File: config.mk
export PLATFORM = sky130hd
export DESIGN_NAME = mul_issue_top
export DESIGN_NICKNAME = d
export VERILOG_FILES = /design/src/hdl/mul_pkg.sv /design/src/hdl/cdb_arbiter.sv /design/src/hdl/mul_issue_top.sv /design/src/hdl/mul_unit.sv /design/src/hdl/psel_gen.sv /design/src/hdl/rs_mul.sv
export SDC_FILE = /design/constraint.sdc
export NUM_CORES = 2
export LEC_CHECK = 0
export ABC_AREA = 1
export BUFFER_PORTS_ARGS = -buffer_cell sky130_fd_sc_hd__clkbuf_2
export CAP_MARGIN = 20
export CORE_ASPECT_RATIO = 1.25
export CORE_UTILIZATION = 48
export DETAILED_ROUTE_END_ITERATION = 8
export SLEW_MARGIN = 15
export SYNTH_ARGS = -nofsm -noshare
export SYNTH_HDL_FRONTEND = slang
export SYNTH_SLANG_ARGS = --single-unit
File: constraint.sdc
create_clock -name clock -period 12.9 [get_ports clock]
set_input_delay 3.87 -clock clock [delete_from_list [all_inputs] [get_ports clock]]
set_output_delay 3.87 -clock clock [all_outputs]
set_load 0.02 [all_outputs]
File: src/hdl/mul_pkg.sv
/*
 * multiply issue path shared definitions
 * data and tag widths, station sizing, pipeline depth,
 * and the encoding of the four multiply functions
 */
`default_nettype none

package mul_pkg;

    ////////////////////////////////////////
    // widths and sizes
    ////////////////////////////////////////
    localparam int XLEN        = 32;   // architectural data width
    localparam int PRF_LEN     = 6;    // 64 physical registers
    localparam int ROB_LEN     = 5;    // 32 rob slots
    localparam int RS_MUL_SIZE = 4;    // multiply station entries
    localparam int RS_MUL_LEN  = 2;    // log2(RS_MUL_SIZE)
    localparam int MUL_STAGES  = 3;    // extend, multiply, select

    ////////////////////////////////////////
    // vector types
    ////////////////////////////////////////
    typedef logic [XLEN-1:0]        xlen_t;        // one data word
    typedef logic [PRF_LEN-1:0]     preg_idx_t;    // renamed register tag
    typedef logic [ROB_LEN-1:0]     rob_idx_t;     // reorder buffer slot
    typedef logic [RS_MUL_LEN-1:0]  rs_mul_idx_t;  // station entry number
    typedef logic [RS_MUL_SIZE-1:0] rs_mul_vec_t;  // one bit per entry

    ////////////////////////////////////////
    // multiply function
    ////////////////////////////////////////
    // MUL_LO is the same for any signedness,
    // the HI forms pick the upper word of the 64 bit product
    typedef enum logic [1:0] {
        MUL_LO    = 2'b00,  // mul
        MUL_HI_SS = 2'b01,  // mulh, signed x signed
        MUL_HI_SU = 2'b10,  // mulhsu, signed x unsigned
        MUL_HI_UU = 2'b11   // mulhu, unsigned x unsigned
    } mul_func_t;

endpackage

`default_nettype wire

File: src/hdl/cdb_arbiter.sv
/*
 * cdb arbiter
 * alu results always win the bus, a multiply result that loses
 * waits in a one-deep hold register until the bus is free
 */
`default_nettype none

module cdb_arbiter import mul_pkg::*; (
    input  wire logic      clock,
    input  wire logic      reset,
    input  wire logic      commit_mis_pred,
    input  wire logic      mul_done,
    input  wire xlen_t     mul_result,
    input  wire preg_idx_t mul_dest,
    input  wire rob_idx_t  mul_rob,
    input  wire logic      alu_valid,
    input  wire preg_idx_t alu_dest,
    input  wire rob_idx_t  alu_rob,
    input  wire xlen_t     alu_value,
    output logic           cdb_valid,
    output preg_idx_t      cdb_dest,
    output xlen_t          cdb_value,
    output rob_idx_t       cdb_rob,
    output logic           cdb_is_mul     // broadcast is a multiply result
);

    logic      pend_valid;                // multiply waiting for the bus
    xlen_t     pend_value;
    preg_idx_t pend_dest;
    rob_idx_t  pend_rob;
    logic      mul_avail;

    // one multiply in flight, so the hold and a new mul_done never overlap
    assign mul_avail = pend_valid | mul_done;

    always_ff @(posedge clock) begin
        if (reset || commit_mis_pred) begin
            pend_valid <= 1'b0;
            cdb_valid  <= 1'b0;
            cdb_is_mul <= 1'b0;
        end else begin
            cdb_valid  <= alu_valid | mul_avail;
            cdb_is_mul <= ~alu_valid & mul_avail;
            pend_valid <= alu_valid & mul_avail;    // blocked, keep holding
        end
    end

    always_ff @(posedge clock) begin
        if (mul_done) begin
            pend_value <= mul_result;
            pend_dest  <= mul_dest;
            pend_rob   <= mul_rob;
        end
        if (alu_valid) begin                        // alu first
            cdb_value <= alu_value;
            cdb_dest  <= alu_dest;
            cdb_rob   <= alu_rob;
        end else if (mul_avail) begin
            cdb_value <= pend_valid ? pend_value : mul_result;
            cdb_dest  <= pend_valid ? pend_dest  : mul_dest;
            cdb_rob   <= pend_valid ? pend_rob   : mul_rob;
        end
    end

endmodule

`default_nettype wire

File: src/hdl/mul_issue_top.sv
/*
 * multiply issue path top
 * station -> multiplier -> cdb arbiter, with the cdb fed back
 * into the station for wakeup and issue permission
 */
`default_nettype none

module mul_issue_top import mul_pkg::*; (
    input  wire logic      clock,
    input  wire logic      reset,
    input  wire logic      commit_mis_pred,
    // dispatch
    input  wire logic      dispatch_en,
    input  wire logic      opa_ready,
    input  wire xlen_t     opa_value,
    input  wire logic      opb_ready,
    input  wire xlen_t     opb_value,
    input  wire preg_idx_t opa_preg,
    input  wire preg_idx_t opb_preg,
    input  wire preg_idx_t dest_preg,
    input  wire rob_idx_t  rob_idx,
    input  wire mul_func_t func,
    // alu result
    input  wire logic      alu_valid,
    input  wire preg_idx_t alu_dest,
    input  wire rob_idx_t  alu_rob,
    input  wire xlen_t     alu_value,
    // cdb
    output logic           cdb_valid,
    output preg_idx_t      cdb_dest,
    output xlen_t          cdb_value,
    output rob_idx_t       cdb_rob,
    output logic           cdb_is_mul,
    output logic           rs_full
);

    logic      issue_valid;               // station -> multiplier
    xlen_t     issue_opa;
    xlen_t     issue_opb;
    mul_func_t issue_func;
    preg_idx_t issue_dest;
    rob_idx_t  issue_rob;
    logic      mul_done;                  // multiplier -> arbiter
    xlen_t     mul_result;
    preg_idx_t mul_dest;
    rob_idx_t  mul_rob;

    rs_mul u_rs_mul (
        .clock, .reset, .commit_mis_pred,
        .dispatch_en, .opa_ready, .opa_value, .opb_ready, .opb_value,
        .opa_preg, .opb_preg, .dest_preg, .rob_idx, .func,
        .cdb_valid, .cdb_dest, .cdb_value, .cdb_is_mul,   // registered cdb back in
        .issue_valid, .issue_opa, .issue_opb, .issue_func, .issue_dest, .issue_rob,
        .rs_full
    );

    mul_unit u_mul_unit (
        .clock, .reset, .commit_mis_pred,
        .issue_valid, .issue_opa, .issue_opb, .issue_func, .issue_dest, .issue_rob,
        .mul_done, .mul_result, .mul_dest, .mul_rob
    );

    cdb_arbiter u_cdb_arbiter (
        .clock, .reset, .commit_mis_pred,
        .mul_done, .mul_result, .mul_dest, .mul_rob,
        .alu_valid, .alu_dest, .alu_rob, .alu_value,
        .cdb_valid, .cdb_dest, .cdb_value, .cdb_rob, .cdb_is_mul
    );

endmodule

`default_nettype wire

File: src/hdl/mul_unit.sv
/*
 * three-stage 32x32 multiplier
 * stage 1 extends operands to 33 bits per function signedness,
 * stage 2 forms the 66 bit product, stage 3 picks the result word
 */
`default_nettype none

module mul_unit import mul_pkg::*; (
    input  wire logic      clock,
    input  wire logic      reset,
    input  wire logic      commit_mis_pred,
    input  wire logic      issue_valid,
    input  wire xlen_t     issue_opa,
    input  wire xlen_t     issue_opb,
    input  wire mul_func_t issue_func,
    input  wire preg_idx_t issue_dest,
    input  wire rob_idx_t  issue_rob,
    output logic           mul_done,      // MUL_STAGES after issue_valid
    output xlen_t          mul_result,
    output preg_idx_t      mul_dest,
    output rob_idx_t       mul_rob
);

    logic [MUL_STAGES-1:0] vld;               // bit n = stage n+1 busy

    logic                  a_signed;
    logic                  b_signed;

    logic signed [XLEN:0]  s1_opa;            // 33 bit extended
    logic signed [XLEN:0]  s1_opb;
    mul_func_t             s1_func;
    preg_idx_t             s1_dest;
    rob_idx_t              s1_rob;

    logic signed [2*XLEN+1:0] s2_prod;        // full 66 bit product
    mul_func_t             s2_func;
    preg_idx_t             s2_dest;
    rob_idx_t              s2_rob;

    ////////////////////////////////////////
    // operand signedness
    ////////////////////////////////////////
    always_comb begin
        case (issue_func)
            MUL_HI_SS: begin a_signed = 1'b1; b_signed = 1'b1; end
            MUL_HI_SU: begin a_signed = 1'b1; b_signed = 1'b0; end
            default:   begin a_signed = 1'b0; b_signed = 1'b0; end // lo word same either way
        endcase
    end

    // valid shift chain, squash drops whatever is in flight
    always_ff @(posedge clock) begin
        if (reset || commit_mis_pred) vld <= '0;
        else vld <= {vld[MUL_STAGES-2:0], issue_valid};
    end

    always_ff @(posedge clock) begin
        if (issue_valid) begin                                  // stage 1
            s1_opa  <= {a_signed & issue_opa[XLEN-1], issue_opa};
            s1_opb  <= {b_signed & issue_opb[XLEN-1], issue_opb};
            s1_func <= issue_func;
            s1_dest <= issue_dest;
            s1_rob  <= issue_rob;
        end
        if (vld[0]) begin                                       // stage 2
            s2_prod <= s1_opa * s1_opb;   // both signed, extension did the work
            s2_func <= s1_func;
            s2_dest <= s1_dest;
            s2_rob  <= s1_rob;
        end
        if (vld[1]) begin                                       // stage 3
            mul_result <= (s2_func == MUL_LO) ? s2_prod[XLEN-1:0]
                                              : s2_prod[2*XLEN-1:XLEN];
            mul_dest   <= s2_dest;
            mul_rob    <= s2_rob;
        end
    end

    assign mul_done = vld[MUL_STAGES-1];

endmodule

`default_nettype wire

File: src/hdl/psel_gen.sv
/*
 * lowest-index priority selector
 * one-hot grant of the lowest requesting bit, empty when nobody asks
 */
`default_nettype none

module psel_gen #(
    parameter int WIDTH = 4
) (
    input  wire logic [WIDTH-1:0] req,    // request per slot
    output logic      [WIDTH-1:0] gnt,    // one-hot, lowest req wins
    output logic                  empty   // no request at all
);

    ////////////////////////////////////////
    // lowest set bit isolation
    ////////////////////////////////////////
    // two's complement of req flips every bit above the lowest one,
    // and the and keeps only that lowest bit
    logic [WIDTH-1:0] req_neg;

    assign req_neg = ~req + 1'b1;       // -req
    assign gnt     = req & req_neg;     // lowest requester only
    assign empty   = ~|req;             // all zero

endmodule

`default_nettype wire

File: src/hdl/rs_mul.sv
/*
 * multiply reservation station
 * four entries, dispatch into the lowest free slot, cdb wakeup of
 * waiting operands, lowest-index issue of ready entries
 * only one multiply in flight: reissue waits for its cdb broadcast
 */
`default_nettype none

module rs_mul import mul_pkg::*; (
    input  wire logic      clock,
    input  wire logic      reset,
    input  wire logic      commit_mis_pred,   // squash everything
    // dispatch
    input  wire logic      dispatch_en,
    input  wire logic      opa_ready,
    input  wire xlen_t     opa_value,
    input  wire logic      opb_ready,
    input  wire xlen_t     opb_value,
    input  wire preg_idx_t opa_preg,
    input  wire preg_idx_t opb_preg,
    input  wire preg_idx_t dest_preg,
    input  wire rob_idx_t  rob_idx,
    input  wire mul_func_t func,
    // cdb
    input  wire logic      cdb_valid,
    input  wire preg_idx_t cdb_dest,
    input  wire xlen_t     cdb_value,
    input  wire logic      cdb_is_mul,
    // issue to the multiplier
    output logic           issue_valid,
    output xlen_t          issue_opa,
    output xlen_t          issue_opb,
    output mul_func_t      issue_func,
    output preg_idx_t      issue_dest,
    output rob_idx_t       issue_rob,
    output logic           rs_full
);

    ////////////////////////////////////////
    // entry storage
    ////////////////////////////////////////
    rs_mul_vec_t entry_free;               // 1 = slot empty
    rs_mul_vec_t opa_rdy;                  // operand a holds a value
    rs_mul_vec_t opb_rdy;
    xlen_t       opa_fld [RS_MUL_SIZE];    // value, or tag while waiting
    xlen_t       opb_fld [RS_MUL_SIZE];
    mul_func_t   func_q  [RS_MUL_SIZE];
    preg_idx_t   dest_q  [RS_MUL_SIZE];
    rob_idx_t    rob_q   [RS_MUL_SIZE];

    logic [RS_MUL_LEN:0] occ_cnt;          // 0..RS_MUL_SIZE
    logic        issued_before;            // a multiply left since reset/squash

    rs_mul_vec_t free_gnt;                 // lowest free slot
    logic        free_empty;
    rs_mul_vec_t disp_gnt;                 // slot written this cycle
    logic        disp_ok;
    rs_mul_vec_t ready_vec;                // both operands present
    rs_mul_vec_t sel_gnt;
    logic        sel_empty;
    rs_mul_idx_t sel_idx;
    logic        issue_ok;
    logic        disp_hit_a;               // dispatch tag seen on cdb right now
    logic        disp_hit_b;
    rs_mul_vec_t wake_a;
    rs_mul_vec_t wake_b;

    ////////////////////////////////////////
    // selection
    ////////////////////////////////////////
    psel_gen #(.WIDTH(RS_MUL_SIZE)) u_free_sel (
        .req   (entry_free),
        .gnt   (free_gnt),
        .empty (free_empty)
    );

    assign ready_vec = ~entry_free & opa_rdy & opb_rdy;

    psel_gen #(.WIDTH(RS_MUL_SIZE)) u_issue_sel (
        .req   (ready_vec),
        .gnt   (sel_gnt),
        .empty (sel_empty)
    );

    always_comb begin
        sel_idx = '0;
        for (int i = 0; i < RS_MUL_SIZE; i++) begin
            if (sel_gnt[i]) sel_idx = rs_mul_idx_t'(i);   // one-hot to binary
        end
    end

    assign disp_ok  = dispatch_en & ~free_empty;          // dispatcher honours rs_full
    assign disp_gnt = free_gnt & {RS_MUL_SIZE{disp_ok}};
    // first issue is free, later ones ride on the previous result's broadcast
    assign issue_ok = ~sel_empty & (~issued_before | (cdb_valid & cdb_is_mul));
    assign rs_full  = (occ_cnt == (RS_MUL_LEN+1)'(RS_MUL_SIZE));

    ////////////////////////////////////////
    // cdb tag match
    ////////////////////////////////////////
    assign disp_hit_a = cdb_valid & ~opa_ready & (cdb_dest == opa_preg);
    assign disp_hit_b = cdb_valid & ~opb_ready & (cdb_dest == opb_preg);

    always_comb begin
        for (int i = 0; i < RS_MUL_SIZE; i++) begin
            // waiting operands keep their tag in the low bits
            wake_a[i] = cdb_valid & ~entry_free[i] & ~opa_rdy[i]
                      & (opa_fld[i][PRF_LEN-1:0] == cdb_dest);
            wake_b[i] = cdb_valid & ~entry_free[i] & ~opb_rdy[i]
                      & (opb_fld[i][PRF_LEN-1:0] == cdb_dest);
        end
    end

    ////////////////////////////////////////
    // control state
    ////////////////////////////////////////
    always_ff @(posedge clock) begin
        if (reset || commit_mis_pred) begin
            entry_free    <= '1;
            occ_cnt       <= '0;
            issued_before <= 1'b0;
            issue_valid   <= 1'b0;
        end else begin
            occ_cnt     <= occ_cnt + {{RS_MUL_LEN{1'b0}}, disp_ok}
                                   - {{RS_MUL_LEN{1'b0}}, issue_ok};
            issue_valid <= issue_ok;
            if (issue_ok) issued_before <= 1'b1;
            for (int i = 0; i < RS_MUL_SIZE; i++) begin
                if (disp_gnt[i]) entry_free[i] <= 1'b0;              // only free slots
                else if (issue_ok && sel_gnt[i]) entry_free[i] <= 1'b1; // only busy slots
            end
        end
    end

    ////////////////////////////////////////
    // entry payload and issue register
    ////////////////////////////////////////
    always_ff @(posedge clock) begin
        if (issue_ok) begin
            issue_opa  <= opa_fld[sel_idx];
            issue_opb  <= opb_fld[sel_idx];
            issue_func <= func_q[sel_idx];
            issue_dest <= dest_q[sel_idx];
            issue_rob  <= rob_q[sel_idx];
        end
        for (int i = 0; i < RS_MUL_SIZE; i++) begin
            if (disp_gnt[i]) begin
                // same-cycle broadcast is taken straight from the bus
                opa_rdy[i] <= opa_ready | disp_hit_a;
                opb_rdy[i] <= opb_ready | disp_hit_b;
                opa_fld[i] <= opa_ready  ? opa_value :
                              disp_hit_a ? cdb_value : xlen_t'(opa_preg);
                opb_fld[i] <= opb_ready  ? opb_value :
                              disp_hit_b ? cdb_value : xlen_t'(opb_preg);
                func_q[i]  <= func;
                dest_q[i]  <= dest_preg;
                rob_q[i]   <= rob_idx;
            end else begin
                if (wake_a[i]) begin
                    opa_rdy[i] <= 1'b1;
                    opa_fld[i] <= cdb_value;   // tag replaced by value
                end
                if (wake_b[i]) begin
                    opb_rdy[i] <= 1'b1;
                    opb_fld[i] <= cdb_value;
                end
            end
        end
    end

endmodule

`default_nettype wire

After elaboration in Yosys (flattened, before gate mapping) --
Memories as Yosys holds them, arrays and structs flattened. A register that Yosys moved wholly into a read port is not among the register bits. Cells that the tools add are included.
Operators by class: multiplexer cells 110, reductions and logical operators 31, multipliers 1, equal/unequal tests 13, add/sub/neg operators 4, bitwise operators 67
Operators by type and width (count):
- $mux 32 | 16
- $mux 1 | 68
- $mul 33x33->64 | 1
- $eq 6x6->1 | 10
- $mux 6 | 6
- $and 1x1->1 | 31
- $mux 5 | 6
- $mux 2 | 14
- $reduce_bool 2->1 | 13
- $and 4x4->4 | 5
- $reduce_or 6->1 | 3
- $not 1->1 | 16
- $reduce_or 5->1 | 3
- $or 1x1->1 | 13
- $add 4x1->4 const B | 2
- $not 4->4 | 2
- $reduce_or 2->1 | 4
- $reduce_or 4->1 | 2
- $logic_and 1x1->1 | 4
- $add 3x1->3 | 1
- $eq 3x3->1 const B | 1
- $sub 3x1->3 | 1
- $eq 2x1->1 const B | 1
- $eq 2x2->1 const B | 1
- 2 further kinds | 2
Storage, ports and cells: word-level logic and storage cells 268, memories 5, register bits 308, input bits 139, memory bits (writable) 308, output and inout bits 46
Memory list:
- u_rs_mul.opa_fld | depth 4, width 32, rd ports 5, clocked after memory_dff 1, wr ports 4, RTL line rs_mul.sv:45 | xlen_t opa_fld [RS_MUL_SIZE];
- u_rs_mul.opb_fld | depth 4, width 32, rd ports 5, clocked after memory_dff 1, wr ports 4, RTL line rs_mul.sv:46 | xlen_t opb_fld [RS_MUL_SIZE];
- u_rs_mul.dest_q | depth 4, width 6, rd ports 1, clocked after memory_dff 1, wr ports 1, RTL line rs_mul.sv:48 | preg_idx_t dest_q [RS_MUL_SIZE];
- u_rs_mul.rob_q | depth 4, width 5, rd ports 1, clocked after memory_dff 1, wr ports 1, RTL line rs_mul.sv:49 | rob_idx_t rob_q [RS_MUL_SIZE];
- u_rs_mul.func_q | depth 4, width 2, rd ports 1, clocked after memory_dff 1, wr ports 1, RTL line rs_mul.sv:47 | mul_func_t func_q [RS_MUL_SIZE];

Depth between registers and ports, before layout --
depth after elaboration 10, gate-level depth with buffers 32, mapped depth without buffers 30

Modules after synthesis --
A second synthesis with hierarchy kept.
Second synthesis, totals: cells, all modules 7740, area total of the unflattened synthesis 70662.8 µm²
By module, submodules not included:
- mul_unit | cells each 5428, area each 46863.7 µm², instances 1, seq. area each 6035.8 µm²
- rs_mul | cells each 1874, area each 19680.1 µm², instances 1, seq. area each 11981.5 µm²
- cdb_arbiter | cells each 418, area each 4033.9 µm², instances 1, seq. area each 2642.5 µm²
- psel_gen | cells each 10, area each 42.5 µm², instances 2, seq. area each 0.0 µm²

Worst setup path before layout --
Ideal clock, no wire load.
kind reg2reg, start reg u_mul_unit.s1_opa[32], end reg u_mul_unit.s2_prod[63] (data pin), buffers on the path 1, data arrival time 6.976 ns, period minus slack after synthesis 7.229 ns, data required time 12.647 ns, slack 5.671 ns, setup time 0.253 ns, stages on the path, launching flop included 26, cells stage by stage edfxtp_1 > clkbuf_1 > nand2_1 > inv_1 > fa_1 > inv_1 > fa_1 > inv_1 > fa_1 > inv_1 > fa_1 > inv_1 > fa_1 > inv_1 > fa_1 > fa_1 > fa_1 > inv_1 > ha_1 > nand2_1 > nor3_1 > nand2_1 > nor3_1 > a21oi_1 > nand3_1 > nand2_1
On the way: word-level cells in the longest chain between the ends 1
RTL lines:
- start, declared | RTL line mul_unit.sv:29 | logic signed [XLEN:0] s1_opa;
- start signal, assigned | RTL line mul_unit.sv:59 | s1_opa <= {a_signed & issue_opa[XLEN-1], issue_opa};
- $mul 33x33->64 | RTL line mul_unit.sv:66 | s2_prod <= s1_opa * s1_opb;
- end signal, assigned | RTL line mul_unit.sv:66
- end, declared | RTL line mul_unit.sv:35 | logic signed [2*XLEN+1:0] s2_prod;
Every way passes these cells. A chain may end at the register's enable or synchronous reset.

Worst setup path after layout --
start reg u_mul_unit.s1_opb[0], end reg u_mul_unit.s2_prod[37] (data pin)
On the way: word-level cells in the longest chain between the ends 1
RTL lines:
- start, declared | RTL line mul_unit.sv:30 | logic signed [XLEN:0] s1_opb;
- start signal, assigned | RTL line mul_unit.sv:60 | s1_opb <= {b_signed & issue_opb[XLEN-1], issue_opb};
- $mul 33x33->64 | RTL line mul_unit.sv:66
Every way passes these cells.

==> impl_metrics.ini <==
[logic_synthesis]
syn-cell-area_mm2 = 0.0698
synth_seq_cells = 693
synth_flop_cell = edfxtp_1
synth_nets = 9217
syn_inst = 7737
synth_edf_count = 678
synth-seq-area-share_pct = 29.6
synthArstFlopShare_pct = 0
synth_warnings = 0
synth.distinct_cells = 43
synth_area_per_cell_um2 = 9.02

[cts]
htree_levels = 3
cts_buffer_depth = 3
root_buffer = clkbuf_16
path_clk_slew_ns = 0.08
postCtsHoldBufs = 0
numCtsBuffers = 72
clock_latency_ns = 0.70
cts_sinks = 693
cts_setup_buffers = 0
ctsResizeCount = 0
tritoncts = done

[floorplanning]
row_count = 156
die_w_um = 343
dieArea_mm2 = 0.147
initial_utilization_pct = 48.3
design.core.area_mm2 = 0.144
io_pins = 185
fp.dieH_um = 428

[power]
p_sw_w = 0.00818
switching_share_pct = 52.6
peakVddDrop_mv = 0.331
leakage_nw = 37.9
pwr-share-comb_pct = 67.1
clkPwrFrac_pct = 14.1
power_frac_seq_pct = 18.8
power.internal_w = 0.00738
powerDensity_mw_per_mm2 = 208

[setup_path]
arrival_ns = 8.71
critPathBufInv = 10
slowest_stage = fa_1
worstReg2RegEnd = u_mul_unit.s2_prod[37]
r2r_cells = 26
cp_max_fo = 14
crit_type = flip-flop to flip-flop
crit_start = u_mul_unit.s1_opb[0]
cp.depth = 26
r2r-start = u_mul_unit.s1_opb[0]
cp_slowest_stage_delay_ns = 0.66
cp-end-kind = flip-flop
crit_family = adder cells
r2r_slack_ns = 4.57
cp_data_required_time_ns = 13.28
cpMostUsedCell = inv_1
cp-start-kind = flip-flop
endpoint = u_mul_unit.s2_prod[37]

[sta]
fin_skew_ns = 0.0474
max_freq_mhz = 120
rsz0062_at_grt = no
setup_viol = 0
tns_ns = 0
fin_crit_sh_pct = 64.6
tightest_slew_ns = 1.08
slew_headroom_pct = 28.0
min_period_ns = 8.33
maxSlewViolCount = 0
finalHoldViolCount = 0

[outcome]
outcome = finished, final reports clean

[detailed_routing]
wl_per_cell_um = 21.4
drc = 0
drtAntennaViolNets = 0
dr.pass1.iters = 6
avgViaCountPerCell = 5.30
wirelength_mm = 207
drt_iter0_drc = 3935
vias = 51200

[cells_and_area]
nFillCells = 13500
final_core_util_pct = 51.8
layout-drive-gt1-share_pct = 7.03
nets = 9176
areaGrowthSynthToFinish_pct = 7.23

[min_path]
min_path_type = flip-flop to flip-flop

[placed_design]
gp_congestion = 1.01
dp_hpwl_mm = 160
numPortBuffers = 184

[global_route]
overflow = 0
grt_antenna_before_repair = 4
grt_start_max_net_pins = 99
grt_first_pass_wirelength_mm = 319
grtUsageTotal_pct = 28.9
grt_pass1_vias = 53600

[job]
cap_viol_max_count = 0
==> cell families (layout without fill, tap and decap cells) <==
group / after synthesis / in the layout / synth area share (%)
and+or+nand+nor: 2556 / 2556 / 14.4
buffers and inverters: 2299 / 2314 / 12.5
adders and majority gates: 1341 / 1341 / 36.2
AOI/OAI and AO/OA: 735 / 735 / 5.78
DFF: 693 / 693 / 29.6
xor gates and xnor gates: 81 / 81 / 1.02
muxes: 32 / 32 / 0.517
other: 0 / 3 / 0
==> synth_stat cells, types with 67 or more instances <==
library cell | number | area (µm²)
a21oi_1 | 170 | 851
nor2_1 | 385 | 1450
o21ai_0 | 364 | 1820
edfxtp_1 | 678 | 20400
o22ai_1 | 71 | 444
nand2_1 | 1915 | 7190
fa_1 | 1126 | 22500
inv_1 | 1883 | 7070
nand3_1 | 159 | 796
clkbuf_1 | 370 | 1390
xor2_1 | 67 | 587
ha_1 | 215 | 2690
==> per-layer routing <==
| layer | track usage, % | vias to the layer above | share of wire (%) |
|---|---|---|---|
| li1 | - | 23000 | - |
| met5 | 0 | - | 0.0077 |
| met2 | 52.0 | 1718 | 53 |
| met4 | 12.0 | 2 | 4.4 |
| met1 | 35.3 | 26100 | 38 |
| met3 | 2.68 | 388 | 5.1 |
==> cells in the final DEF (no fill, tap or decap), types with 11 or more instances in the layout <==
cell type	instances
o22ai_1	71
clkbuf_1	11
clkbuf_16	72
inv_1	1880
xnor2_1	14
nor2_1	384
nor3_1	18
xor2_1	67
o21ai_0	364
nand2_1	1912
fa_1	1126
o21ai_1	49
ha_1	215
mux2_2	32
clkbuf_2	184
buf_4	107
o21ai_2	48
o21bai_1	19
a21oi_1	170
nand3_1	154
or2_2	30
edfxtp_1	678
clkinv_1	12
nand4_1	23
==> layout make-up <==
| cell class | instances | area, µm² | share of cell area, % |
|---|---|---|---|
| well taps | 1896 | 2370 | 3.17 |
| repair buffers | 292 | 1740 | 2.32 |
| inverters | 1892 | 7110 | 9.50 |
| flip-flops and latches | 693 | 20700 | 27.6 |
| clock inverters | 45 | 586 | 0.783 |
| clock buffers | 85 | 1870 | 2.50 |
| diodes | 3 | 7.51 | 0.0100 |
| multi-input cells | 4745 | 40500 | 54.1 |
==> worst reg2reg max path, cell delays in order (launching register included) <==
cell and delay [ns]:
edfxtp_1 0.63, nand2_1 0.21, inv_1 0.10, fa_1 0.66, inv_1 0.15, fa_1 0.50, inv_1 0.06, fa_1 0.51
inv_1 0.06, fa_1 0.53, inv_1 0.05, fa_1 0.48, fa_1 0.51, fa_1 0.49, inv_1 0.05, fa_1 0.57
inv_1 0.07, ha_1 0.44, nand2_1 0.20, nor2_1 0.23, inv_1 0.10, nor2_1 0.19, inv_1 0.07, o21bai_1 0.27
inv_1 0.07, nand2_1 0.16, xor2_1 0.65
==> worst min path at each step <==
| stage | startpoint | endpoint | slack, ns | cells after the start |
|---|---|---|---|---|
| 2_1_floorplan | u_mul_unit.s2_dest[0] | u_mul_unit.mul_dest[0] | 0.40 | 0 |
| 3_3_place_gp | u_rs_mul.issue_rob[3] | u_mul_unit.s1_rob[3] | 0.40 | 0 |
| 3_5_place_dp | u_mul_unit.s2_dest[3] | u_mul_unit.mul_dest[3] | 0.40 | 0 |
| 4_1_cts | u_mul_unit.s1_dest[5] | u_mul_unit.s2_dest[5] | 0.42 | 0 |
| 5_1_grt | u_mul_unit.s1_dest[3] | u_mul_unit.s2_dest[3] | 0.42 | 0 |
| 6_report | u_rs_mul.issue_opb[21] | u_mul_unit.s1_opb[21] | 0.42 | 0 |
==> sequential cells by signal, indices dropped and copies added, names as in the netlist, 8 cells and up <==
| name | count |
|---|---|
| u_mul_unit.s2_prod | 64 |
| u_mul_unit.s1_opb | 33 |
| u_rs_mul.func_q | 8 |
| u_rs_mul.dest_q | 24 |
| u_rs_mul.opb_fld | 128 |
| u_rs_mul.opa_fld | 128 |
| u_rs_mul.issue_opb | 32 |
| u_mul_unit.mul_result | 32 |
| u_cdb_arbiter.pend_value | 32 |
| u_cdb_arbiter.cdb_value | 32 |
| u_rs_mul.issue_opa | 32 |
| u_mul_unit.s1_opa | 33 |
| u_rs_mul.rob_q | 20 |
==> through the flow <==
step | cells | worst slack, ns | hold slack, ns | power (W) | cell area, µm²
2_1_floorplan | 7737 | 5.67 | 0.400 | 0.00951 | 69800
3_3_place_gp | 9517 | 4.65 | 0.401 | 0.0135 | 72300
3_5_place_dp | 9517 | 4.66 | 0.405 | 0.0134 | 72300
4_1_cts | 9647 | 4.59 | 0.417 | 0.0156 | 74800
5_1_grt | 9648 | 4.24 | 0.421 | 0.0168 | 74800
6_report | 9651 | 4.57 | 0.418 | 0.0156 | 74800
==> power groups by stage <==
stage	combinational [W]	clock, W	sequential (W)
2_1_floorplan	0.00656	0	0.00295
3_3_place_gp	0.0105	0	0.00297
3_5_place_dp	0.0104	0	0.00297
4_1_cts	0.0105	0.00223	0.00292
5_1_grt	0.0115	0.00230	0.00292
6_report	0.0104	0.00220	0.00292
(Power assumes the default switching activity.)
